==> config.mk <==
export PLATFORM = sky130hd
export DESIGN_NAME = bright_out
export DESIGN_NICKNAME = d
export VERILOG_FILES = /design/src/colmix_pkg.sv /design/src/bright_out.sv
export SDC_FILE = /design/constraint.sdc
export NUM_CORES = 1
export LEC_CHECK = 0
export BUFFER_PORTS_ARGS = -buffer_cell sky130_fd_sc_hd__buf_4
export CELL_PAD_IN_SITES_DETAIL_PLACEMENT = 0
export CELL_PAD_IN_SITES_GLOBAL_PLACEMENT = 1
export CORE_MARGIN = 4
export CORE_UTILIZATION = 42
export CTS_CLUSTER_SIZE = 24
export DETAILED_ROUTE_END_ITERATION = 12
export GPL_TIMING_DRIVEN = 0
export PLACE_DENSITY_LB_ADDON = 0.1
export SETUP_SLACK_MARGIN = 0.15
export SKIP_LAST_GASP = 1
export SLEW_MARGIN = 20
export SYNTH_ARGS = -nofsm -noshare
export SYNTH_HDL_FRONTEND = slang
export SYNTH_SLANG_ARGS = --single-unit
==> constraint.sdc <==
create_clock -name clk -period 1.9 [get_ports clk]
set_clock_uncertainty 0.1 [all_clocks]
set_input_delay 0.19 -clock clk [delete_from_list [all_inputs] [get_ports clk]]
set_output_delay 0.19 -clock clk [all_outputs]
set_load 0.02 [all_outputs]
==> src/colmix_pkg.sv <==
`default_nettype none

package colmix_pkg;

    // layer codes, as the video chip tags each pixel
    localparam logic [2:0] lyr_obj  = 3'd0;
    localparam logic [2:0] lyr_scr1 = 3'd1;
    localparam logic [2:0] lyr_scr2 = 3'd2;
    localparam logic [2:0] lyr_scr3 = 3'd3;
    localparam logic [2:0] lyr_star = 3'd4;

    // entry fields, top down: group, layer code, colour index
    localparam int grp_w   = 2;
    localparam int code_w  = 3;
    localparam int idx_w   = 9;
    localparam int pen_w   = 4;
    localparam int entry_w = grp_w + code_w + idx_w;
    localparam int code_lo = idx_w;
    localparam int code_hi = idx_w + code_w - 1;
    localparam int grp_lo  = code_hi + 1;

    // palette address drops the group field
    localparam int pal_aw = code_w + idx_w;

    // pen 15 is see-through
    localparam logic [pen_w-1:0] pen_clear = 4'hf;

    // idle star entry, used at reset
    localparam logic [entry_w-1:0] star_clear = {2'b00, lyr_star, {idx_w{1'b1}}};

    // palette word: brightness, red, green, blue
    localparam int pal_dw    = 16;
    localparam int nib_w     = 4;
    localparam int pal_br_hi = 15;
    localparam int pal_r_hi  = 11;
    localparam int pal_g_hi  = 7;
    localparam int pal_b_hi  = 3;

    // scan length and the queue behind the first candidate
    localparam int num_layers = 6;
    localparam int queue_w    = (num_layers - 1) * entry_w;

endpackage

`default_nettype wire

==> src/bright_out.sv <==
`timescale 1ns/10ps
`default_nettype none

module bright_out (
    input  wire        clk,
    input  wire        rst,
    input  wire        pxl_cen,
    input  wire        vb,
    input  wire        hb,
    input  wire [colmix_pkg::pal_dw-1:0] pal_data,
    output logic       lvbl,
    output logic       lhbl,
    output logic [7:0] red,
    output logic [7:0] green,
    output logic [7:0] blue
);

    // palette word fields
    logic [colmix_pkg::nib_w-1:0] raw_br, raw_r, raw_g, raw_b;
    logic [colmix_pkg::nib_w-1:0] inv_br;
    // nibbles delayed to line up with the products
    logic [colmix_pkg::nib_w-1:0] dly_r, dly_g, dly_b;
    logic [7:0] mul_r, mul_g, mul_b;
    // blanking delay with the oldest pixel in bit 2
    logic [2:0] vb_dly, hb_dly;
    logic       blank;

    // c*17 - c*(15-b)/2 - c*(15-b)/4
    function automatic logic [7:0] atten(input logic [3:0] c, input logic [7:0] m);
        return {c, c} - (m >> 1) - (m >> 2);
    endfunction

    assign raw_br = pal_data[colmix_pkg::pal_br_hi -: colmix_pkg::nib_w];
    assign raw_r  = pal_data[colmix_pkg::pal_r_hi -: colmix_pkg::nib_w];
    assign raw_g  = pal_data[colmix_pkg::pal_g_hi -: colmix_pkg::nib_w];
    assign raw_b  = pal_data[colmix_pkg::pal_b_hi -: colmix_pkg::nib_w];
    assign inv_br = ~raw_br;

    // free-running products sampled at the next strobe
    always_ff @(posedge clk) begin
        mul_r <= raw_r * inv_br;
        mul_g <= raw_g * inv_br;
        mul_b <= raw_b * inv_br;
        dly_r <= raw_r;
        dly_g <= raw_g;
        dly_b <= raw_b;
    end

    // blank on vb or on the first pixel of hb
    assign blank = vb_dly[2] || (hb_dly[2] && lhbl);

    always_ff @(posedge clk or posedge rst) begin
        if (rst) begin
            // start out blanked
            vb_dly <= '1;
            hb_dly <= '1;
            lvbl   <= 1'b0;
            lhbl   <= 1'b0;
            red    <= 8'd0;
            green  <= 8'd0;
            blue   <= 8'd0;
        end else if (pxl_cen) begin
            vb_dly <= {vb_dly[1:0], vb};
            hb_dly <= {hb_dly[1:0], hb};
            lvbl   <= ~vb_dly[2];
            lhbl   <= ~hb_dly[2];
            if (blank) begin
                red   <= 8'd0;
                green <= 8'd0;
                blue  <= 8'd0;
            end else begin
                red   <= atten(dly_r, mul_r);
                green <= atten(dly_g, mul_g);
                blue  <= atten(dly_b, mul_b);
            end
        end
    end

    // palette word lands one clock after the strobe and the products one clock later
    a_product_gap: assert property (@(posedge clk) disable iff (rst)
        pxl_cen |-> !$past(pxl_cen) && !$past(pxl_cen, 2));

endmodule

`default_nettype wire

==> results by group <==
Clock tree
  – Clock Latency Late Sink: 330 ps
  – CTS clk-pin slew, worst paths: 60 ps
  – TritonCTS buffer count: 9
  – CTS sink cnt: 65
  – Root Buffer: clkbuf_8
  – # H-tree levels: 3
  – Longest Clk Path Bufs: 2
  – TritonCTS clock tree: yes

Synth
  – Top cells by count, synth: inv_1, ha_1, dfxtp_1, nor2b_1, fa_1
  – Netlist Area Pre-Place: 0.00460 sq mm
  – Top cell type by total area after synthesis: ha_1
  – Largest cells by area after synthesis: ha_1, dfxtp_1, dfrtp_1
  – Syn_area_per_cell: 10.1 sq um
  – Post-synthesis sequential area ratio: 31.9%
  – Post-synthesis net count: 575
  – Share of the synthesized area in the top cell type: 17.9%
  – Ys flop type: dfxtp_1
  – Seq cells post-synth: 65
  – Async set-or-reset flop fraction in the synthesized netlist: 49.2%
  – Distinct cells, synth: 33
  – Synth Instances: 458
  – Cell with the most instances after synthesis: inv_1
  – YS warnings: 0
  – Post-synth EDFFs: 0

GRT
  – Total congestion overflow: 0
  – Vias in the first global route: 3371
  – Initial antenna violation count: 0
  – First-pass GRT wire length: 15100 um
  – Total Routing Usage GR: 14.4%
  – Largest net degree at the start of global routing: 33

STA
  – Max-slew violations: 0
  – Min Tclk post-route: 2470 ps
  – RSZ-0062 raised after global routing: yes
  – Period utilization: 130%
  – Final Hold Fails: 0
  – Fmax: 405 MHz
  – Relative slew slack: 58.3%
  – # setup viols final: 30
  – Worst slew pin tran: 624 ps
  – Setup WS post-layout: -569 ps

Drt
  – Detailed-route DRC error count: 0
  – Post-Route WL: 8820 um
  – DR WL/cell: 12.6 um
  – Antenna-violating nets left: 0
  – Starting DRT DRC Count: 67
  – Detailed Routing Iterations Pass 1: 4
  – Vias/cell: 4.62
  – Vias after detailed routing: 3224

Floorplanning
  – Row count: 37
  – Placeable Area: 0.0105 sq mm
  – Die Height: 113 um
  – Die Span X: 113 um
  – Starting Density: 43.8%
  – Die area: 0.0127 sq mm
  – Top Ports: 47

Pwr
  – IR Drop Worst-Case VDD: 0.618 mV
  – Clock Power Share: 13.0%
  – PD cells: 1290 mW/mm^2
  – Combinational share of power: 63.3%
  – Seq pwr share: 23.7%
  – Net Sw Frac: 38.7%
  – Pleak: 3.02 nW
  – Internal Pwr Total: 4.92 mW
  – Net Switching: 3.10 mW

Worst setup path
  – Worst Path Buf+Inv: 3
  – CP max stage delay: 540 ps
  – Crit-path max FO: 5
  – R2R Setup Slk: -300 ps
  – CP arrival: 2610 ps
  – CP cell instances: buf_8 > clkbuf_16 > nand2b_4 > fa_1 > inv_2 > fa_1 > ha_1 > a21o_1 > a21oi_2 > o21bai_1 > a21oi_2 > xnor2_1
  – Critical path type: input pin to flop
  – Slowest cell on the critical path: fa_1
  – Critical Path Source Type: input pin
  – Crit end category: flop
  – WP data required: 2040 ps
  – CP top delay family: adder cells

Worst hold path
  – Tightest Hold Check Type: input pin to flop

Layout
  – Ant diodes: 0
  – Nets: 674
  – Area growth from synthesis to layout: 35.3%
  – Final core utilization: 59.3%
  – Share of layout cells above drive strength 1: 37.5%

Placement
  – Place WS: -1050 ps
  – Post-DP HPWL: 6920 um
  – IO buf count: 45
  – RePlAce Congestion: 0.758

Status
  – Violated checks: setup timing
  – Status: complete, but fails checks

Flow run
  – Max-cap violations: 0
==> state kept, by name (all words and copies together), names as in the netlist <==
| signal | cells |
|---|---|
| blue | 8 |
| dly_b | 4 |
| dly_g | 4 |
| dly_r | 4 |
| green | 8 |
| hb_dly | 3 |
| lhbl | 1 |
| lvbl | 1 |
| mul_b | 7 |
| mul_g | 7 |
| mul_r | 7 |
| red | 8 |
| vb_dly | 3 |
==> worst paths after layout <==
kind / from / to / depth (start not counted)
min in group asynchronous: rst / red[3] / 3
worst min-delay path: pxl_cen / lvbl / 3
worst max register to register: mul_r[3] / red[7] / 9
worst max-delay path: pal_data[15] / mul_r[7] / 12
max in group asynchronous: rst / blue[3] / 3
worst min register to register: green[4] / green[4] / 2
==> metrics by stage <==
step | instance area (sq um) | power [mW] | instances | hold slack [ps] | setup TNS, ps
after global placement | 5340 | 5.77 | 639 | 232 | -13410
after floorplan | 4830 | 4.88 | 458 | 118 | -7950
after CTS | 5950 | 7.36 | 685 | 60.6 | -7880
final | 6230 | 8.02 | 698 | 59.1 | -8030
after detailed placement | 5340 | 5.85 | 639 | 222 | -14210
after global routing | 6230 | 8.65 | 698 | 86.5 | -10770
==> layout by cell type (no fill, tap or decap), types with 5 or more instances in the layout <==
cell type / count
inv_1: 79
dfxtp_1: 14
a21o_1: 9
dfrtp_1: 26
nor2_1: 10
xnor2_1: 15
xor2_1: 9
buf_6: 9
nand2b_1: 7
fa_2: 5
ha_1: 50
dfxtp_2: 19
nor2b_1: 33
dlygate4sd3_1: 15
a21oi_2: 11
buf_4: 63
ha_2: 5
o22ai_1: 18
inv_2: 13
clkbuf_8: 12
ha_4: 11
o21ai_2: 6
xnor2_2: 5
mux2_2: 6
fa_1: 25
a21oi_1: 8
dfstp_2: 6
nand2b_4: 12
==> worst min-delay path, cell delays in order <==
cell	delay (ps)
buf_4	120
nand2b_1	70
o21ai_0	70
==> power by group through the flow <==
| stage | Combinational (mW) | Clock [mW] | Sequential, mW |
|---|---|---|---|
| floorplan | 2.76 | 0 | 2.12 |
| global placement | 3.87 | 0 | 1.91 |
| detailed placement | 3.94 | 0 | 1.91 |
| CTS | 4.39 | 1.07 | 1.89 |
| global route | 5.57 | 1.14 | 1.94 |
| finish | 5.07 | 1.04 | 1.90 |
==> final cells by class <==
class	count	area, sq um
Multi-Input combinational cell	291	3170
Clock buffer	13	169
Tap cell	136	170
Timing Repair Buffer	88	751
Clock inverter	3	15.0
Fill cell	913	4280
Inverter	92	345
Sequential cell	65	1490
Buffer	10	116
==> repair_timing <==
item,in CTS,in global routing
setup buffers,15,13
hold buffers,15,0
endpoints found under the setup margin,30,34
pin swaps,31,51
hold endpoints to repair,40,0
gates resized for setup,43,45
==> cell families after synthesis <==
kind of cell	Yosys count	synth area share, %
compound gates	77	10.3
fa+ha+maj	96	31.0
flops	65	31.9
mux	9	2.12
buf+inv	102	8.64
simple gates	79	10.3
xor+xnor	30	5.71
==> metal layers <==
layer / wire length [um] / GRT usage [%]
met3: 322 / 2.14
met2: 3960 / 22.8
met4: 159 / 5.53
met1: 4380 / 19.9
met5: 0 / 0
Note: power is estimated with default switching activity, not from simulation.
