<file path="config.mk">
export PLATFORM = sky130hd
export DESIGN_NAME = prio_resolve
export DESIGN_NICKNAME = d
export VERILOG_FILES = /design/src/colmix_pkg.sv /design/src/prio_resolve.sv
export SDC_FILE = /design/constraint.sdc
export NUM_CORES = 1
export LEC_CHECK = 0
export BUFFER_PORTS_ARGS = -buffer_cell sky130_fd_sc_hd__buf_4
export CAP_MARGIN = 30
export CORE_MARGIN = 10
export CORE_UTILIZATION = 52
export CTS_BUF_LIST = sky130_fd_sc_hd__clkbuf_2 sky130_fd_sc_hd__clkbuf_4 sky130_fd_sc_hd__clkbuf_8
export DETAILED_ROUTE_END_ITERATION = 8
export GPL_TIMING_DRIVEN = 0
export PLACE_DENSITY = 0.94
export SLEW_MARGIN = 20
export SYNTH_ARGS = -nofsm -noshare
export SYNTH_HDL_FRONTEND = slang
export SYNTH_SLANG_ARGS = --single-unit
</file>
<file path="constraint.sdc">
create_clock -name clk -period 3 [get_ports clk]
set_input_delay 0.45 -clock clk [delete_from_list [all_inputs] [get_ports clk]]
set_output_delay 0.45 -clock clk [all_outputs]
set_load 0.005 [all_outputs]
</file>
<file path="src/colmix_pkg.sv">
`default_nettype none

package colmix_pkg;

    // layer codes, as the video chip tags each pixel
    localparam logic [2:0] lyr_obj  = 3'd0;
    localparam logic [2:0] lyr_scr1 = 3'd1;
    localparam logic [2:0] lyr_scr2 = 3'd2;
    localparam logic [2:0] lyr_scr3 = 3'd3;
    localparam logic [2:0] lyr_star = 3'd4;

    // entry fields, top down: group, layer code, colour index
    localparam int grp_w   = 2;
    localparam int code_w  = 3;
    localparam int idx_w   = 9;
    localparam int pen_w   = 4;
    localparam int entry_w = grp_w + code_w + idx_w;
    localparam int code_lo = idx_w;
    localparam int code_hi = idx_w + code_w - 1;
    localparam int grp_lo  = code_hi + 1;

    // palette address drops the group field
    localparam int pal_aw = code_w + idx_w;

    // pen 15 is see-through
    localparam logic [pen_w-1:0] pen_clear = 4'hf;

    // idle star entry, used at reset
    localparam logic [entry_w-1:0] star_clear = {2'b00, lyr_star, {idx_w{1'b1}}};

    // palette word: brightness, red, green, blue
    localparam int pal_dw    = 16;
    localparam int nib_w     = 4;
    localparam int pal_br_hi = 15;
    localparam int pal_r_hi  = 11;
    localparam int pal_g_hi  = 7;
    localparam int pal_b_hi  = 3;

    // scan length and the queue behind the first candidate
    localparam int num_layers = 6;
    localparam int queue_w    = (num_layers - 1) * entry_w;

endpackage

`default_nettype wire

</file>
<file path="src/prio_resolve.sv">
`timescale 1ns/10ps
`default_nettype none

module prio_resolve (
    input  wire        clk,
    input  wire        rst,
    input  wire        pxl_cen,
    input  wire [colmix_pkg::entry_w-1:0] lyr0,
    input  wire [colmix_pkg::entry_w-1:0] lyr1,
    input  wire [colmix_pkg::entry_w-1:0] lyr2,
    input  wire [colmix_pkg::entry_w-1:0] lyr3,
    input  wire [colmix_pkg::entry_w-1:0] lyr4,
    input  wire [colmix_pkg::entry_w-1:0] lyr5,
    input  wire [15:0] prio0,
    input  wire [15:0] prio1,
    input  wire [15:0] prio2,
    input  wire [15:0] prio3,
    output logic [colmix_pkg::pal_aw-1:0] pal_addr
);

    // current candidate and its palette group
    logic [colmix_pkg::pal_aw-1:0] cand;
    logic [colmix_pkg::grp_w-1:0]  grp;
    // candidate came from a scroll/obj entry of the queue
    logic                          check_prio;
    // pending entries, lowest layer in the low slot
    logic [colmix_pkg::queue_w-1:0] queue;
    logic [colmix_pkg::entry_w-1:0] nxt;
    logic [15:0] prio_word;
    logic        has_prio;
    logic        take_nxt;

    assign nxt = queue[colmix_pkg::entry_w-1:0];

    // per-group mask, one bit per pen
    always_comb begin
        case (grp)
            2'd0:    prio_word = prio0;
            2'd1:    prio_word = prio1;
            2'd2:    prio_word = prio2;
            default: prio_word = prio3;
        endcase
    end

    assign has_prio = prio_word[cand[colmix_pkg::pen_w-1:0]];

    // see-through candidate always loses
    // otherwise an opaque entry wins unless it is an object under a priority tile
    assign take_nxt =
        (cand[colmix_pkg::pen_w-1:0] == colmix_pkg::pen_clear) ||
        ((nxt[colmix_pkg::pen_w-1:0] != colmix_pkg::pen_clear) &&
         !((nxt[colmix_pkg::code_hi:colmix_pkg::code_lo] == colmix_pkg::lyr_obj) &&
           has_prio && check_prio));

    always_ff @(posedge clk or posedge rst) begin
        if (rst) begin
            pal_addr   <= '1;
            cand       <= '1;
            grp        <= '0;
            check_prio <= 1'b0;
            queue      <= '1;
        end else if (pxl_cen) begin
            // last scan result out, new pixel in
            pal_addr    <= cand;
            {grp, cand} <= lyr5;
            queue       <= {lyr0, lyr1, lyr2, lyr3, lyr4};
            check_prio  <= 1'b0;
        end else begin
            if (take_nxt) begin
                {grp, cand} <= nxt;
                // stars never carry priority
                check_prio  <= nxt[colmix_pkg::code_hi:colmix_pkg::code_lo]
                               != colmix_pkg::lyr_star;
            end
            // shift one entry per clock, refill see-through
            queue <= {{colmix_pkg::entry_w{1'b1}},
                      queue[colmix_pkg::queue_w-1:colmix_pkg::entry_w]};
        end
    end

    // scan only runs between strobes, back-to-back strobes would skip it
    a_cen_gap: assert property (@(posedge clk) disable iff (rst)
        pxl_cen |=> !pxl_cen);

endmodule

`default_nettype wire

</file>
==> impl_metrics.env <==
export IMPL_status="completed"
export IMPL_critPathLaunchType="flop"
export IMPL_worstRegToRegCells=8
export IMPL_num_nets_final=636
export IMPL_drtIter0Drc=233
export IMPL_cts_tree="built"
export IMPL_rsz0062_at_grt="false"
export IMPL_cts_sinks=97
export IMPL_fin_util_pct=70.8
export IMPL_track_usage_pct=17.8
export IMPL_dp_hpwl_um=9520
export IMPL_clock_latency_ns=0.36
export IMPL_wl_met1_um=4100
export IMPL_hold_violations=0
export IMPL_r2r_slack_ns=0.25
export IMPL_worst_pin_slew_ns=0.619
export IMPL_postCtsResizedCells=0
export IMPL_wl_per_cell_um=20.0
export IMPL_rr_startpoint="cand[1]"
export IMPL_pre_cts_slack_ns=0.285
export IMPL_drcViolationCount=0
export IMPL_cp_max_fo=10
export IMPL_slew_viol_final=0
export IMPL_p_switching_mw=0.778
export IMPL_die_height_um=114
export IMPL_grt_max_degree=63
export IMPL_synth_area_leaders="dfstp_2 54%, mux2_2 22%, mux2i_1 3.7%, mux2_4 2.6%, nand2b_1 2.6%"
export IMPL_drt_wl_total_um=11900
export IMPL_grt_pass1_vias=3657
export IMPL_max_freq_ghz=0.364
export IMPL_ys_types=46
export IMPL_stdcell_area_um2=6140
export IMPL_critPathCapture="check_prio"
export IMPL_powerDensity_nw_per_um2=504
export IMPL_dr_max_layer_used="met4"
export IMPL_async_flop_share_pct=100
export IMPL_gp_congestion=0.961
export IMPL_p_comb_share_pct=21.5
export IMPL_dr_pass1_iters=4
export IMPL_cts_buffers=9
export IMPL_wl_met3_um=1470
export IMPL_grt_overflow_total=0
export IMPL_critPathRequiredTime_ns=3.25
export IMPL_swShare_pct=25.1
export IMPL_antenna_found_initial=0
export IMPL_syn_to_final_growth_pct=33.6
export IMPL_yosys_area_top_type="dfstp_2"
export IMPL_hold_buffers=0
export IMPL_holdCritPathClass="primary input to flop"
export IMPL_clockBufferDepth=2
export IMPL_met2_length_um=6100
export IMPL_crit_arrival_ns=2.99
export IMPL_hp_start="lyr0[7]"
export IMPL_netlist_area_um2=4600
export IMPL_finalPower_mw=3.10
export IMPL_p_clk_share_pct=26.9
export IMPL_end_kind="flop"
export IMPL_fin_setup_tns_ns=0
export IMPL_crit_start="cand[1]"
export IMPL_ant_nets=0
export IMPL_viasPerCell=5.36
export IMPL_path_class="flop to flop"
export IMPL_vdd_drop_max_mv=0.418
export IMPL_ys_seq_area_share_pct=55.3
export IMPL_io_buffers=158
export IMPL_num_rows=34
export IMPL_power_leakage_nw=2.69
export IMPL_dieArea_um2=13000
export IMPL_cts_reportedPaths_clkPinSlew_ns=0.09
export IMPL_num_vias=3206
export IMPL_ys_seq_elements=97
export IMPL_fin_ws_ns=0.254
export IMPL_maxCapViolCount=0
export IMPL_r2r_end="check_prio"
export IMPL_fin_worst_skew_ns=0.00741
export IMPL_synthCells=315
export IMPL_grt_pass1_wl_um=18400
export IMPL_place_area_um2=5950
export IMPL_synthFlopType="dfstp_2"
export IMPL_setup_viol=0
export IMPL_coreArea_um2=8680
export IMPL_ios=163
export IMPL_period_needed_ns=2.75
export IMPL_seq_power_share_pct=51.6
export IMPL_post_cts_repair_setup_buffers=0
export IMPL_synth_area_per_cell_um2=14.6
export IMPL_syn_nets=466
export IMPL_ys_warn_count=0
export IMPL_yosysTopAreaCellShare_pct=53.7
export IMPL_antenna_cells=0
export IMPL_h_tree_depth=3
export IMPL_internal_power_mw=2.32
export IMPL_relSlewSlack_pct=58.7
export IMPL_start_util_pct=53.0
export IMPL_drive_gt1_share_pct=77.1
export IMPL_synth_edf_count=0
export IMPL_root_buffer="clkbuf_8"
export IMPL_die_x_um=114
export IMPL_fin_crit_sh_pct=91.5
critical path, cell delays in order (launching register included):
cell,delay (ns)
dfstp_2,0.60
clkbuf_1,0.40
nor2_1,0.13
a221oi_1,0.28
o21ai_1,0.12
o311a_4,0.34
o21ai_4,0.25
buf_12,0.20
mux2_4,0.30
Yosys cell counts (2+ instances only):
cell      count
nor3b_1       2
mux2_4        8
nand2b_1     19
buf_1         2
buf_2         2
nand2_1       2
a311oi_1      3
o211ai_1      3
clkbuf_1     11
nand4_1       2
nand3b_1      3
a21oi_1       7
a211oi_2      2
dfstp_2      94
inv_1         4
mux2i_1      17
mux2_2       88
nand3_1       4
nor2b_1       4
buf_6         3
o21ai_0       2
nor2_1        5
mux4_1        3
dfrtp_1       3
power by group through the flow:
stage	logic, mW	registers, mW	clock network, mW
2_1_floorplan	0.383	1.60	0
3_3_place_gp	0.637	1.61	0
3_5_place_dp	0.665	1.62	0
4_1_cts	0.669	1.60	0.858
5_1_grt	0.714	1.62	0.910
6_report	0.664	1.60	0.833
worst min-delay path by stage:
stage	end	slack (ns)	cells past startpoint
finish	queue[63]	0.27	2
global route	queue[63]	0.26	2
detailed placement	check_prio	0.51	1
floorplan	check_prio	0.47	1
global placement	check_prio	0.49	1
CTS	queue[63]	0.26	2
routing by layer:
metal,up-vias,global-route usage [%]
met1,1529,17.7
met3,24,8.29
li1,1481,-
met4,0,7.35
met5,-,0
met2,172,31.5
layout by cell type, fill, tap and decap left out, types with 2 or more instances in the layout:
| cell type | n |
|---|---|
| nand2b_1 | 19 |
| mux2i_1 | 17 |
| buf_2 | 2 |
| nand3b_1 | 3 |
| dfrtp_1 | 3 |
| buf_6 | 3 |
| nand3_1 | 4 |
| nand2_1 | 2 |
| nand4_1 | 2 |
| clkbuf_1 | 11 |
| clkbuf_8 | 9 |
| o211ai_1 | 3 |
| dfstp_2 | 94 |
| o21ai_0 | 2 |
| nor3b_1 | 2 |
| a311oi_1 | 3 |
| a21oi_1 | 7 |
| nor2b_1 | 4 |
| inv_1 | 3 |
| nor2_1 | 5 |
| a211oi_2 | 2 |
| mux2_2 | 88 |
| mux2_4 | 8 |
| buf_1 | 2 |
| buf_4 | 158 |
| mux4_1 | 3 |
| clkinv_2 | 3 |
registers in the layout, indices dropped and copies added (netlist names):
name        cells
grp             2
check_prio      1
cand           12
queue          70
pal_addr       12
cell families after synthesis:
group	share of synthesized area (%)
buffers and inverters	3.10
muxes	30.1
DFF	55.3
and+or+nand+nor	5.71
AOI/OAI and AO/OA	5.77
layout make-up:
cell class | instances | area [µm²]
buffer | 20 | 128
clock inverter | 7 | 70.1
multi-input combinational | 194 | 1910
inverter | 4 | 17.5
clock buffer | 9 | 124
timing repair buffer | 159 | 1210
sequential | 97 | 2540
fill | 593 | 2530
tap | 108 | 135
stage by stage:
step | hold slack [ns] | cells
5_1_grt | 0.261 | 598
2_1_floorplan | 0.473 | 315
6_report | 0.267 | 598
4_1_cts | 0.255 | 598
3_3_place_gp | 0.488 | 581
3_5_place_dp | 0.506 | 582
Note: power is estimated with default switching activity, not from simulation.
