File: src/colmix_pkg.sv
`default_nettype none

package colmix_pkg;

    // layer codes, as the video chip tags each pixel
    localparam logic [2:0] lyr_obj  = 3'd0;
    localparam logic [2:0] lyr_scr1 = 3'd1;
    localparam logic [2:0] lyr_scr2 = 3'd2;
    localparam logic [2:0] lyr_scr3 = 3'd3;
    localparam logic [2:0] lyr_star = 3'd4;

    // entry fields, top down: group, layer code, colour index
    localparam int grp_w   = 2;
    localparam int code_w  = 3;
    localparam int idx_w   = 9;
    localparam int pen_w   = 4;
    localparam int entry_w = grp_w + code_w + idx_w;
    localparam int code_lo = idx_w;
    localparam int code_hi = idx_w + code_w - 1;
    localparam int grp_lo  = code_hi + 1;

    // palette address drops the group field
    localparam int pal_aw = code_w + idx_w;

    // pen 15 is see-through
    localparam logic [pen_w-1:0] pen_clear = 4'hf;

    // idle star entry, used at reset
    localparam logic [entry_w-1:0] star_clear = {2'b00, lyr_star, {idx_w{1'b1}}};

    // palette word: brightness, red, green, blue
    localparam int pal_dw    = 16;
    localparam int nib_w     = 4;
    localparam int pal_br_hi = 15;
    localparam int pal_r_hi  = 11;
    localparam int pal_g_hi  = 7;
    localparam int pal_b_hi  = 3;

    // scan length and the queue behind the first candidate
    localparam int num_layers = 6;
    localparam int queue_w    = (num_layers - 1) * entry_w;

endpackage

`default_nettype wire

File: src/layer_select.sv
`timescale 1ns/10ps
`default_nettype none

module layer_select (
    input  wire        clk,
    input  wire        rst,
    input  wire        pxl_cen,
    input  wire [3:0]  gfx_en,
    input  wire [8:0]  obj_pxl,
    input  wire [10:0] scr1_pxl,
    input  wire [10:0] scr2_pxl,
    input  wire [10:0] scr3_pxl,
    input  wire [8:0]  star0_pxl,
    input  wire [8:0]  star1_pxl,
    input  wire [15:0] layer_ctrl,
    input  wire [7:0]  layer_mask0,
    input  wire [7:0]  layer_mask1,
    input  wire [7:0]  layer_mask2,
    input  wire [7:0]  layer_mask3,
    input  wire [7:0]  layer_mask4,
    output logic [colmix_pkg::entry_w-1:0] lyr0,
    output logic [colmix_pkg::entry_w-1:0] lyr1,
    output logic [colmix_pkg::entry_w-1:0] lyr2,
    output logic [colmix_pkg::entry_w-1:0] lyr3,
    output logic [colmix_pkg::entry_w-1:0] lyr4,
    output logic [colmix_pkg::entry_w-1:0] lyr5
);

    // layer enables from mask vs control word
    // bits 0..2 scroll 1..3, bits 3..4 stars
    logic [4:0] lyr_en;
    // entries a slot can pick by its 2-bit select
    logic [colmix_pkg::entry_w-1:0] src [4];
    logic [colmix_pkg::entry_w-1:0] star0_e, star1_e;

    // pen goes see-through when the layer is off
    function automatic logic [3:0] pen_gate(input logic [3:0] pen, input logic en);
        return en ? pen : colmix_pkg::pen_clear;
    endfunction

    assign lyr_en[0] = |(layer_mask0[5:0] & layer_ctrl[5:0]);
    assign lyr_en[1] = |(layer_mask1[5:0] & layer_ctrl[5:0]);
    assign lyr_en[2] = |(layer_mask2[5:0] & layer_ctrl[5:0]);
    assign lyr_en[3] = |(layer_mask3[5:0] & layer_ctrl[5:0]);
    assign lyr_en[4] = |(layer_mask4[5:0] & layer_ctrl[5:0]);

    // objects have only the gfx enable and no mask
    assign src[0] = {2'b00, colmix_pkg::lyr_obj, obj_pxl[8:4],
                     pen_gate(obj_pxl[3:0], gfx_en[3])};
    assign src[1] = {scr1_pxl[10:9], colmix_pkg::lyr_scr1, scr1_pxl[8:4],
                     pen_gate(scr1_pxl[3:0], lyr_en[0] & gfx_en[0])};
    assign src[2] = {scr2_pxl[10:9], colmix_pkg::lyr_scr2, scr2_pxl[8:4],
                     pen_gate(scr2_pxl[3:0], lyr_en[1] & gfx_en[1])};
    assign src[3] = {scr3_pxl[10:9], colmix_pkg::lyr_scr3, scr3_pxl[8:4],
                     pen_gate(scr3_pxl[3:0], lyr_en[2] & gfx_en[2])};

    // stars always group 0
    assign star0_e = {2'b00, colmix_pkg::lyr_star, star0_pxl[8:4],
                      pen_gate(star0_pxl[3:0], lyr_en[3])};
    assign star1_e = {2'b00, colmix_pkg::lyr_star, star1_pxl[8:4],
                      pen_gate(star1_pxl[3:0], lyr_en[4])};

    always_ff @(posedge clk or posedge rst) begin
        if (rst) begin
            lyr0 <= '1;
            lyr1 <= '1;
            lyr2 <= '1;
            lyr3 <= '1;
            lyr4 <= colmix_pkg::star_clear;
            lyr5 <= colmix_pkg::star_clear;
        end else if (pxl_cen) begin
            // layer_ctrl[13:6] orders the four upper slots with the top slot in [13:12]
            lyr0 <= src[layer_ctrl[13:12]];
            lyr1 <= src[layer_ctrl[11:10]];
            lyr2 <= src[layer_ctrl[9:8]];
            lyr3 <= src[layer_ctrl[7:6]];
            lyr4 <= star0_e;
            lyr5 <= star1_e;
        end
    end

endmodule

`default_nettype wire

File: config.mk
export PLATFORM = sky130hd
export DESIGN_NAME = layer_select
export DESIGN_NICKNAME = d
export VERILOG_FILES = /design/src/colmix_pkg.sv /design/src/layer_select.sv
export SDC_FILE = /design/constraint.sdc
export NUM_CORES = 1
export LEC_CHECK = 0
export ABC_AREA = 1
export BUFFER_PORTS_ARGS = -buffer_cell sky130_fd_sc_hd__buf_2
export CAP_MARGIN = 10
export CORE_MARGIN = 2
export CORE_UTILIZATION = 45
export DETAILED_ROUTE_END_ITERATION = 10
export GPL_ROUTABILITY_DRIVEN = 0
export PLACE_DENSITY = 0.77
export RECOVER_POWER = 50
export SYNTH_ARGS = -nofsm -noshare
export SYNTH_HDL_FRONTEND = slang
export SYNTH_SLANG_ARGS = --single-unit
File: constraint.sdc
create_clock -name clk -period 1.75 [get_ports clk]
set_input_delay 0.175 -clock clk [delete_from_list [all_inputs] [get_ports clk]]
set_output_delay 0.175 -clock clk [all_outputs]
set_load 0.005 [all_outputs]
==> results of run 1 <==
[where the power goes]
group	total, mW	internal (mW)	switching [mW]
clock	1.20	0.588	0.614
sequential	2.04	1.95	0.0975
combinational	1.03	0.410	0.620
[per-layer routing]
layer / routed length, µm / vias to the layer above / track usage, %
met5: 0 / - / 0
met2: 6520 / 310 / 40.5
met4: 284 / 0 / 8.88
met1: 6050 / 2293 / 34.9
met3: 1200 / 31 / 4.59
li1: - / 2397 / -
[registers in the layout (all words and copies together), names as in the netlist]
signal and flops:
lyr5 9, lyr2 13, lyr0 14, lyr1 13, lyr4 9, lyr3 13
[per-stage QoR]
| step | setup WS (ns) | power, mW |
|---|---|---|
| 2_1_floorplan | 0.300 | 2.64 |
| 3_3_place_gp | 0.463 | 3.06 |
| 3_5_place_dp | 0.402 | 3.09 |
| 4_1_cts | 0.516 | 4.30 |
| 5_1_grt | 0.342 | 4.51 |
| 6_report | 0.486 | 4.28 |
[area by class of cell]
type | count | area share (%)
Sequential cell | 71 | 33.7
Clock buffer | 13 | 2.87
Clock inverter | 2 | 0.294
Inverter | 54 | 3.66
Multi-Input combinational cell | 466 | 38.5
Tap cell | 133 | 3.00
Timing Repair Buffer | 195 | 18.0
[path summary, 6_finish.rpt]
kind	slack [ns]	depth (start not counted)	startpoint	endpoint
max	0.49	1	lyr0[11]	lyr1[11]
max reg2reg	0.89	2	lyr1[7]	lyr1[7]
min reg2reg	0.46	2	lyr5[8]	lyr5[8]
max in group asynchronous	0.62	3	rst	lyr0[3]
min in group asynchronous	0.30	2	rst	lyr4[3]
min	0.02	3	star1_pxl[5]	lyr5[5]
[synth_stat cells]
master / count
o21ai_1: 8
inv_1: 51
buf_2: 25
a221oi_1: 2
nand2_4: 1
or2_2: 2
o21ai_0: 65
a21oi_1: 66
conb_1: 2
a31oi_1: 27
a22oi_1: 2
nand2_2: 2
buf_6: 2
nand3_1: 12
buf_4: 14
nor2_1: 110
or2_1: 2
nand2_1: 125
nor2_2: 2
nand4_1: 28
clkbuf_2: 1
nand3_2: 1
inv_2: 3
o211ai_1: 1
clkbuf_1: 15
dfstp_2: 71
[cells in the final DEF (no fill, tap or decap)]
| master | synthesis | final |
|---|---|---|
| nand3_2 | 1 | 1 |
| nand3_1 | 12 | 12 |
| inv_1 | 51 | 52 |
| a31oi_1 | 27 | 27 |
| clkbuf_1 | 15 | 2 |
| nand2_4 | 1 | 1 |
| or2_1 | 2 | 2 |
| clkinv_4 | 0 | 1 |
| nand4_1 | 28 | 28 |
| conb_1 | 2 | 10 |
| buf_2 | 25 | 184 |
| clkinvlp_4 | 0 | 1 |
| nand2_1 | 125 | 125 |
| inv_2 | 3 | 2 |
| a21oi_1 | 66 | 66 |
| clkbuf_8 | 0 | 11 |
| o21ai_0 | 65 | 66 |
| or2_2 | 2 | 2 |
| nand2_2 | 2 | 2 |
| a221oi_1 | 2 | 2 |
| nor2_1 | 110 | 110 |
| dfstp_2 | 71 | 70 |
| dfstp_1 | 0 | 1 |
| buf_4 | 14 | 8 |
| nor2_2 | 2 | 2 |
| o21ai_1 | 8 | 7 |
| clkbuf_2 | 1 | 2 |
| a22oi_1 | 2 | 2 |
| clkbuf_4 | 0 | 1 |
| o211ai_1 | 1 | 1 |
[kinds of logic (layout without fill, tap and decap cells)]
logic type             after synthesis  after routing  synth area share (%)
other                                2             10                 0.168
and+or+nand+nor                    285            285                  26.5
buffers and inverters              111            264                  11.5
AOI/OAI and AO/OA                  171            171                  20.2
DFF                                 71             71                  41.6
==> impl_table.tex, run 1 <==
\begin{tabular}{lr}
\hline
Metric & Value \\
\hline
\multicolumn{2}{l}{\textbf{Synth}} \\
Share of synthesized area occupied by flip-flops and latches & 41.6\% \\
Synth top area share & 41.6\% \\
Netlist area before placement & 4480 µm² \\
Cells after synthesis & 640 \\
Dominant cells by area after synthesis & dfstp\_2, nand2\_1, nor2\_1 \\
Synthesized area per cell & 7.00 µm² \\
Number of warnings reported in the yosys synthesis log & 0 \\
Distinct cell type count after synthesis & 26 \\
Cell type with the largest total area after synthesis & dfstp\_2 \\
Flops \& latches, synth & 71 \\
\multicolumn{2}{l}{\textbf{Timing}} \\
Fraction of the cycle the final worst path needs & 72.2\% \\
Shortest period the worst path allows & 1.26 ns \\
Smallest hold slack & 0.0201 ns \\
Final setup skew & 0 ns \\
Summed negative setup slack over all endpoints & 0 ns \\
Total setup violations reported at the end of the flow & 0 \\
Least-Margin Pin Slew & 0.907 ns \\
Unrepaired setup endpoints after global routing & false \\
Number of hold violations in the final report & 0 \\
Worst max-slew margin expressed relative to the limit & 39.6\% \\
Top achievable clock speed & 0.791 GHz \\
Slew Limit Fails & 0 \\
\multicolumn{2}{l}{\textbf{Worst setup path}} \\
Category of cells accounting for the largest share of critical-path delay & flip-flops \\
List of cells traversed by the critical path & buf\_2 \\
Crit start category & flop \\
Critical Path Slowest Stage Cell & dfstp\_1 \\
Type of element capturing the critical path & primary output \\
Arrival time at the worst endpoint & 1.09 ns \\
Maximum fanout along the worst path & 5 \\
Kind of critical path & reg2out \\
CP Buf/Inv Count & 1 \\
Worst stage delay on the critical path & 0.60 ns \\
Req. time, crit path & 1.57 ns \\
\multicolumn{2}{l}{\textbf{Finish}} \\
Number of standard cells in the layout, taps in and fillers out & 934 \\
Post-layout instance area & 5540 µm² \\
FF/Latch Area & 1870 µm² \\
Final core occ & 56.9\% \\
Total inserted antenna cells & 0 \\
Total of fill cells in the finished design & 982 \\
Share of cells above drive strength 1 & 36.0\% \\
Nets@finish & 920 \\
Area of combinational cells with multiple inputs & 2130 µm² \\
Signed area change from the synthesized netlist to the final layout & 23.6\% \\
\multicolumn{2}{l}{\textbf{Global routing}} \\
Pin count of the biggest net entering global routing & 54 \\
Overall routing resource usage & 25.4\% \\
Total congestion overflow & 0 \\
Vias in the first global route & 4647 \\
Global-route wire length before repair & 22.4 mm \\
Number of antenna violations at the first check in global routing & 0 \\
\multicolumn{2}{l}{\textbf{Floorplanning}} \\
Die extent in y & 104 µm \\
Std-Cell Core Area & 9730 µm² \\
Die ar. & 10800 µm² \\
Initial core utilization & 46.1\% \\
Horizontal die dimension & 104 µm \\
Ports placed on the boundary & 207 \\
Cell Rows & 36 \\
\multicolumn{2}{l}{\textbf{Power and ir drop}} \\
Worst voltage drop across the vdd grid & 0.460 mV \\
Power density cells & 772 nW/µm² \\
Leakage & 2.80 nW \\
\multicolumn{2}{l}{\textbf{Clock network}} \\
TritonCTS Buffers & 9 \\
Maximum clock insertion buffer count & 2 \\
Insertion delay of the later-clocked pin in the worst-skew pair & 0.34 ns \\
Post-CTS resize count & 0 \\
CTS clock-pin slew for the worst setup and hold paths & 0.08 ns \\
Quantity of hold-fixing buffers added after cts & 0 \\
Sinks on the clock net & 71 \\
Post-CTS repair timing setup buffer count & 0 \\
CTS root buf & clkbuf\_8 \\
CTS tree & done \\
Maximum level of the CTS H-tree & 3 \\
\multicolumn{2}{l}{\textbf{Route}} \\
Routed wire length & 14.1 mm \\
Residual antenna-violating net count after detailed routing & 0 \\
Number of optimization iterations in the first detailed-route pass & 6 \\
Iter 0 DRT Violations & 536 \\
DRC & 0 \\
Total via count in the routed design & 5031 \\
Vias/cell & 5.39 \\
Average detailed-routed wire length per instance & 15.0 µm \\
\multicolumn{2}{l}{\textbf{Placement}} \\
Total instance count after detailed placement & 919 \\
Port Buffer Count & 184 \\
Placed inst area & 5380 µm² \\
Half-perimeter wire length after detailed placement & 10.4 mm \\
\multicolumn{2}{l}{\textbf{Run status}} \\
Run status & finished, final reports clean \\
\multicolumn{2}{l}{\textbf{Run}} \\
Max-cap check violation count & 0 \\
\multicolumn{2}{l}{\textbf{Hold path}} \\
Tightest Hold Check Type & in2reg \\
\hline
\end{tabular}
Power figures use the tool's default switching activity.
==> run 2, diff against run 1 <==
--- a/config.mk
+++ b/config.mk
@@ -9,7 +9,7 @@
 export BUFFER_PORTS_ARGS = -buffer_cell sky130_fd_sc_hd__buf_2
 export CAP_MARGIN = 10
 export CORE_MARGIN = 2
-export CORE_UTILIZATION = 45
+export CORE_UTILIZATION = 43
 export DETAILED_ROUTE_END_ITERATION = 10
 export GPL_ROUTABILITY_DRIVEN = 0
 export PLACE_DENSITY = 0.77
==> constraint.sdc (replaced) <==
create_clock -name clk -period 1 [get_ports clk]
set_input_delay 0.1 -clock clk [delete_from_list [all_inputs] [get_ports clk]]
set_output_delay 0.1 -clock clk [all_outputs]
set_load 0.005 [all_outputs]
==> impl_table.tex, run 2 (synthesis results as in run 1) <==
\begin{tabular}{lr}
\hline
Metric & Value \\
\hline
\multicolumn{2}{l}{\textbf{Run status}} \\
Run status & complete, but fails checks (was finished, final reports clean) \\
Failing checks & negative setup slack \\
\multicolumn{2}{l}{\textbf{Route}} \\
Average detailed-routed wire length per instance & 14.8 µm (was 15.0 µm) \\
Number of optimization iterations in the first detailed-route pass & 5 (was 6) \\
DRC & 0 (unchanged) \\
Vias/cell & 5.22 (was 5.39) \\
Iter 0 DRT Violations & 467 (was 536) \\
Total via count in the routed design & 5196 (was 5031) \\
Residual antenna-violating net count after detailed routing & 0 (unchanged) \\
Routed wire length & 14.8 mm (was 14.1 mm) \\
\multicolumn{2}{l}{\textbf{Worst setup path}} \\
Category of cells accounting for the largest share of critical-path delay & flip-flops (unchanged) \\
Startpoint of the most critical setup path & lyr1[8] (was lyr0[11]) \\
Worst stage delay on the critical path & 0.56 ns (was 0.60 ns) \\
Maximum fanout along the worst path & 2 (was 5) \\
Critical Path Slowest Stage Cell & dfstp\_2 (was dfstp\_1) \\
Arrival time at the worst endpoint & 1.04 ns (was 1.09 ns) \\
Launch instance of the worst register-to-register path & lyr1[9] (was lyr1[7]) \\
Kind of critical path & reg2out (unchanged) \\
Number of cell instances on the worst register-to-register path & 4 (was 2) \\
Termination of the worst setup path & lyr1[8] (was lyr1[11]) \\
Type of element capturing the critical path & primary output (unchanged) \\
Crit start category & flop (unchanged) \\
Req. time, crit path & 0.90 ns (was 1.57 ns) \\
Flop2flop setup slack & 0.08 ns (was 0.89 ns) \\
CP Buf/Inv Count & 1 (unchanged) \\
Capture point of the worst reg-to-reg path & lyr1[9] (was lyr1[7]) \\
List of cells traversed by the critical path & buf\_2 (unchanged) \\
Number of gates on the worst path with buffers counted & 1 (unchanged) \\
\multicolumn{2}{l}{\textbf{Global routing}} \\
Overall routing resource usage & 25.7\% (was 25.4\%) \\
Vias in the first global route & 4751 (was 4647) \\
Total congestion overflow & 0 (unchanged) \\
Number of antenna violations at the first check in global routing & 0 (unchanged) \\
Pin count of the biggest net entering global routing & 72 (was 54) \\
Global-route wire length before repair & 23.2 mm (was 22.4 mm) \\
\multicolumn{2}{l}{\textbf{Power and ir drop}} \\
Net switching power & 2.57 mW (was 1.33 mW) \\
Sequential cell fraction of total power & 42.6\% (was 47.8\%) \\
Total Power Consumption & 8.51 mW (was 4.28 mW) \\
Switching Fraction & 30.2\% (was 31.1\%) \\
Proportion of power drawn by the clock network & 31.1\% (was 28.1\%) \\
Worst voltage drop across the vdd grid & 0.717 mV (was 0.460 mV) \\
Power density cells & 1340 nW/µm² (was 772 nW/µm²) \\
P\_int & 5.93 mW (was 2.95 mW) \\
Leakage & 3.19 nW (was 2.80 nW) \\
Relative contribution of combinational cells to total power & 26.3\% (was 24.1\%) \\
\multicolumn{2}{l}{\textbf{Run}} \\
Max-cap check violation count & 0 (unchanged) \\
\multicolumn{2}{l}{\textbf{Finish}} \\
Number of standard cells in the layout, taps in and fillers out & 995 (was 934) \\
Register name with the most flops & lyr0 (unchanged) \\
Total inserted antenna cells & 0 (unchanged) \\
Most used cells in the layout excluding fill and tap cells & buf\_2, nand2\_1, nor2\_1 (unchanged) \\
Final core occ & 62.2\% (was 56.9\%) \\
Share of cells above drive strength 1 & 38.9\% (was 36.0\%) \\
Max FFs per register & 14 (unchanged) \\
Signed area change from the synthesized netlist to the final layout & 42.1\% (was 23.6\%) \\
Nets@finish & 977 (was 920) \\
Most common cell after layout, fill and taps aside & buf\_2 (unchanged) \\
\multicolumn{2}{l}{\textbf{Timing}} \\
Setup slack of the critical path after layout & -0.138 ns (was 0.486 ns) \\
Final setup skew & 0 ns (unchanged) \\
Slew Limit Fails & 0 (unchanged) \\
Least-Margin Pin Slew & 0.940 ns (was 0.907 ns) \\
Shortest period the worst path allows & 1.14 ns \\
Worst max-slew margin expressed relative to the limit & 37.3\% (was 39.6\%) \\
Number of hold violations in the final report & 0 (unchanged) \\
Total setup violations reported at the end of the flow & 74 (was 0) \\
Fraction of the cycle the final worst path needs & 114\% \\
Unrepaired setup endpoints after global routing & true (was false) \\
Summed negative setup slack over all endpoints & -7.59 ns (was 0 ns) \\
Smallest hold slack & 0.00407 ns (was 0.0201 ns) \\
Top achievable clock speed & 0.879 GHz \\
\multicolumn{2}{l}{\textbf{Clock network}} \\
Maximum level of the CTS H-tree & 3 (unchanged) \\
CTS tree & done (unchanged) \\
Maximum clock insertion buffer count & 2 (unchanged) \\
CTS root buf & clkbuf\_8 (unchanged) \\
TritonCTS Buffers & 9 (unchanged) \\
CTS clock-pin slew for the worst setup and hold paths & 0.09 ns (was 0.08 ns) \\
Insertion delay of the later-clocked pin in the worst-skew pair & 0.36 ns (was 0.34 ns) \\
Sinks on the clock net & 71 (unchanged) \\
\multicolumn{2}{l}{\textbf{Placement}} \\
Port Buffer Count & 184 (unchanged) \\
Total instance count after detailed placement & 953 (was 919) \\
Half-perimeter wire length after detailed placement & 10.6 mm (was 10.4 mm) \\
\multicolumn{2}{l}{\textbf{Floorplanning}} \\
Horizontal die dimension & 106 µm (was 104 µm) \\
Std-Cell Core Area & 10200 µm² (was 9730 µm²) \\
Die ar. & 11300 µm² (was 10800 µm²) \\
Ports placed on the boundary & 207 (unchanged) \\
Initial core utilization & 43.8\% (was 46.1\%) \\
Die extent in y & 106 µm (was 104 µm) \\
Cell Rows & 37 (was 36) \\
\multicolumn{2}{l}{\textbf{Hold path}} \\
Tightest Hold Check Type & in2reg (unchanged) \\
\hline
\end{tabular}
run 2: worst min-delay path by stage:
| stage | from | end | slack (ns) | cells past startpoint |
|---|---|---|---|---|
| 4_1_cts | star0_pxl[1] | lyr4[1] | 0.004 | 3 |
| 6_report | star0_pxl[1] | lyr4[1] | 0.004 | 3 |
| 3_5_place_dp | star1_pxl[5] | lyr5[5] | 0.31 | 3 |
| 5_1_grt | star0_pxl[1] | lyr4[1] | 0.03 | 3 |
| 2_1_floorplan | star1_pxl[8] | lyr5[8] | 0.20 | 2 |
| 3_3_place_gp | star1_pxl[5] | lyr5[5] | 0.31 | 3 |
run 2: cell type report:
class | instances | area (µm²)
Multi-Input combinational cell | 467 | 2140
Tap cell | 136 | 170
Fill cell | 949 | 3860
Timing Repair Buffer | 251 | 1770
Inverter | 54 | 204
Clock buffer | 10 | 128
Sequential cell | 71 | 1870
Clock inverter | 6 | 93.8
run 2: layer usage:
metal | part of all wire, % | global-route usage [%] | wire length, µm | vias to the layer above
met5 | 0 | 0 | 0 | -
met4 | 2.1 | 8.18 | 304 | 0
met3 | 7.2 | 4.41 | 1060 | 30
met2 | 48 | 41.0 | 7030 | 250
met1 | 43 | 35.5 | 6360 | 2402
li1 | - | - | - | 2514
run 2: repair_timing:
item,4_1_cts,5_1_grt
endpoints found under the hold margin,16,0
hold buffers,16,0
resized for setup,17,21
setup buffers,7,2
gates cloned,0,1
pin swaps,0,1
endpoints found under the setup margin,74,75
run 2: through the flow:
stage | worst slack (ns) | area (µm²)
floorplan | 0.106 | 4520
global placement | -0.169 | 5700
detailed placement | -0.187 | 5700
CTS | -0.143 | 6240
global route | -0.160 | 6370
finish | -0.138 | 6370
run 2: power by group through the flow:
stage               clock (mW)  sequential [mW]  combinational (mW)
global route              2.80             3.66                2.47
finish                    2.65             3.62                2.24
global placement             0             3.62                1.90
detailed placement           0             3.62                1.93
floorplan                    0             3.63               0.984
CTS                       2.67             3.60                2.11
run 2: worst register-to-register path: cells and delay by family (launching register included):
kind | cells | cell delay (ns)
compound gates | 1 | 0.07
buf+inv | 2 | 0.19
flops | 1 | 0.55
simple gates | 1 | 0.04
==> run 3, diff against run 2 <==
--- a/config.mk
+++ b/config.mk
@@ -8,6 +8,7 @@
 export ABC_AREA = 1
 export BUFFER_PORTS_ARGS = -buffer_cell sky130_fd_sc_hd__buf_2
 export CAP_MARGIN = 10
+export CORE_ASPECT_RATIO = 0.6
 export CORE_MARGIN = 2
 export CORE_UTILIZATION = 43
 export DETAILED_ROUTE_END_ITERATION = 10
==> impl_table.tex, run 3 (synthesis results as in run 1) <==
\begin{tabular}{lr}
\hline
Metric & Value \\
\hline
\multicolumn{2}{l}{\textbf{Worst setup path}} \\
List of cells traversed by the critical path & buf\_2 (unchanged) \\
Req. time, crit path & 0.90 ns (about the same) \\
Number of cell instances on the worst register-to-register path & 4 (unchanged) \\
Worst stage delay on the critical path & 0.56 ns (about the same) \\
Arrival time at the worst endpoint & 1.03 ns (was 1.04 ns) \\
Type of element capturing the critical path & primary output (unchanged) \\
Maximum fanout along the worst path & 5 (was 2) \\
Critical Path Slowest Stage Cell & dfstp\_2 (unchanged) \\
Capture point of the worst reg-to-reg path & lyr4[0] (was lyr1[9]) \\
Kind of critical path & reg2out (unchanged) \\
CP Buf/Inv Count & 1 (unchanged) \\
Crit start category & flop (unchanged) \\
Launch instance of the worst register-to-register path & lyr4[0] (was lyr1[9]) \\
Category of cells accounting for the largest share of critical-path delay & flip-flops (unchanged) \\
Flop2flop setup slack & 0.05 ns (was 0.08 ns) \\
\multicolumn{2}{l}{\textbf{Route}} \\
Routed wire length & 16.3 mm (was 14.8 mm) \\
Iter 0 DRT Violations & 539 (was 467) \\
Vias/cell & 5.36 (was 5.22) \\
Average detailed-routed wire length per instance & 16.4 µm (was 14.8 µm) \\
Total via count in the routed design & 5318 (was 5196) \\
DRC & 0 (unchanged) \\
Number of optimization iterations in the first detailed-route pass & 6 (was 5) \\
Residual antenna-violating net count after detailed routing & 0 (unchanged) \\
\multicolumn{2}{l}{\textbf{Finish}} \\
Share of cells above drive strength 1 & 37.5\% (was 38.9\%) \\
Max FFs per register & 14 (unchanged) \\
Signed area change from the synthesized netlist to the final layout & 45.4\% (was 42.1\%) \\
Register name with the most flops & lyr0 (unchanged) \\
Total inserted antenna cells & 0 (unchanged) \\
Most used cells in the layout excluding fill and tap cells & buf\_2, nand2\_1, nor2\_1 (unchanged) \\
Most common cell after layout, fill and taps aside & buf\_2 (unchanged) \\
Total of fill cells in the finished design & 864 (was 949) \\
Nets@finish & 976 (was 977) \\
\multicolumn{2}{l}{\textbf{Timing}} \\
Fraction of the cycle the final worst path needs & 113\% (was 114\%) \\
Final setup skew & 0 ns (unchanged) \\
Number of hold violations in the final report & 0 (unchanged) \\
Setup slack of the critical path after layout & -0.132 ns (was -0.138 ns) \\
Unrepaired setup endpoints after global routing & true (unchanged) \\
Worst max-slew margin expressed relative to the limit & 62.8\% (was 37.3\%) \\
Slew Limit Fails & 0 (unchanged) \\
Summed negative setup slack over all endpoints & -5.80 ns (was -7.59 ns) \\
Shortest period the worst path allows & 1.13 ns (was 1.14 ns) \\
Total setup violations reported at the end of the flow & 74 (unchanged) \\
Smallest hold slack & 0.0275 ns (was 0.00407 ns) \\
Top achievable clock speed & 0.884 GHz (was 0.879 GHz) \\
Least-Margin Pin Slew & 0.555 ns (was 0.940 ns) \\
\multicolumn{2}{l}{\textbf{Floorplanning}} \\
Die extent in y & 83.1 µm (was 106 µm) \\
Std-Cell Core Area & 9980 µm² (was 10200 µm²) \\
Cell Rows & 28 (was 37) \\
Initial core utilization & 44.9\% (was 43.8\%) \\
Die ar. & 11300 µm² (about the same) \\
Ports placed on the boundary & 207 (unchanged) \\
Horizontal die dimension & 136 µm (was 106 µm) \\
\multicolumn{2}{l}{\textbf{Power and ir drop}} \\
Leakage & 3.25 nW (was 3.19 nW) \\
Worst voltage drop across the vdd grid & 1.10 mV (was 0.717 mV) \\
Power density cells & 1470 nW/µm² (was 1340 nW/µm²) \\
\multicolumn{2}{l}{\textbf{Clock network}} \\
Insertion delay of the later-clocked pin in the worst-skew pair & 0.33 ns (was 0.36 ns) \\
CTS root buf & clkbuf\_16 (was clkbuf\_8) \\
TritonCTS Buffers & 9 (unchanged) \\
Maximum level of the CTS H-tree & 3 (unchanged) \\
Maximum clock insertion buffer count & 2 (unchanged) \\
CTS clock-pin slew for the worst setup and hold paths & 0.06 ns (was 0.09 ns) \\
CTS tree & done (unchanged) \\
Sinks on the clock net & 71 (unchanged) \\
\multicolumn{2}{l}{\textbf{Hold path}} \\
Cells on Worst Hold Path & 3 (unchanged) \\
Tightest Hold Check Type & in2reg (unchanged) \\
Hold endpoint & lyr0[2] (was lyr4[1]) \\
Worst hold path startpoint & layer\_ctrl[13] (was star0\_pxl[1]) \\
\multicolumn{2}{l}{\textbf{Global routing}} \\
Pin count of the biggest net entering global routing & 57 (was 72) \\
Number of antenna violations at the first check in global routing & 0 (unchanged) \\
Overall routing resource usage & 28.7\% (was 25.7\%) \\
Global-route wire length before repair & 25.6 mm (was 23.2 mm) \\
Vias in the first global route & 5186 (was 4751) \\
Total congestion overflow & 0 (unchanged) \\
\multicolumn{2}{l}{\textbf{Placement}} \\
Port Buffer Count & 184 (unchanged) \\
Half-perimeter wire length after detailed placement & 11.9 mm (was 10.6 mm) \\
Placement Setup Slack & -0.246 ns (was -0.187 ns) \\
\multicolumn{2}{l}{\textbf{Run}} \\
Max-cap check violation count & 0 (unchanged) \\
\multicolumn{2}{l}{\textbf{Run status}} \\
Run status & complete, but fails checks (unchanged) \\
Failing checks & negative setup slack (unchanged) \\
\hline
\end{tabular}
## run 3: area by class of cell
cell class | count | area (µm²) | area share, %
Clock buffer | 10 | 229 | 3.51
Clock inverter | 5 | 106 | 1.63
Inverter | 54 | 204 | 3.13
Multi-Input combinational cell | 467 | 2150 | 33.0
Sequential cell | 71 | 1870 | 28.6
Tap cell | 135 | 169 | 2.59
Timing Repair Buffer | 250 | 1790 | 27.5
## run 3: routing by layer
metal  up-vias  share of wire [%]  track usage (%)
met5         -                  0                0
met4         0                2.2             8.52
met3        50                 11             7.45
met2       348                 43             42.7
met1      2400                 44             41.1
li1       2520                  -                -
## run 3: per-stage QoR
| stage | area, µm² | std cells | util [%] | power [mW] |
|---|---|---|---|---|
| 5_1_grt | 6520 | 992 | 65.3 | 10.1 |
| 6_report | 6520 | 992 | 65.3 | 9.61 |
| 3_5_place_dp | 5760 | 952 | 57.7 | 5.63 |
| 4_1_cts | 6370 | 989 | 63.8 | 9.51 |
| 3_3_place_gp | 5760 | 952 | 57.7 | 5.57 |
| 2_1_floorplan | 4520 | 648 | - | 4.62 |
## run 3: worst max path at each step
stage,start,endpoint,slack [ns],cells past startpoint
finish,lyr0[11],lyr0[11],-0.13,1
global route,lyr0[11],lyr0[11],-0.15,1
CTS,lyr0[2],lyr0[2],-0.13,1
detailed placement,gfx_en[3],lyr2[1],-0.25,9
global placement,layer_ctrl[5],lyr2[3],-0.20,10
floorplan,gfx_en[3],lyr3[0],0.11,8
## run 3: what timing repair did
action | in CTS | in global routing
buffers inserted | 11 | 2
hold buffers | 11 | 0
endpoints found under the setup margin | 74 | 77
pin swaps | 0 | 1
gates cloned | 0 | 1
endpoints found under the hold margin | 18 | 0
gates resized for setup | 13 | 27
## run 3: power by group
| group | switching, mW | internal (mW) | leakage [nW] |
|---|---|---|---|
| Clock | 1.25 | 2.43 | 0.159 |
| Combinational | 1.20 | 1.12 | 2.35 |
| Sequential | 0.226 | 3.39 | 0.738 |
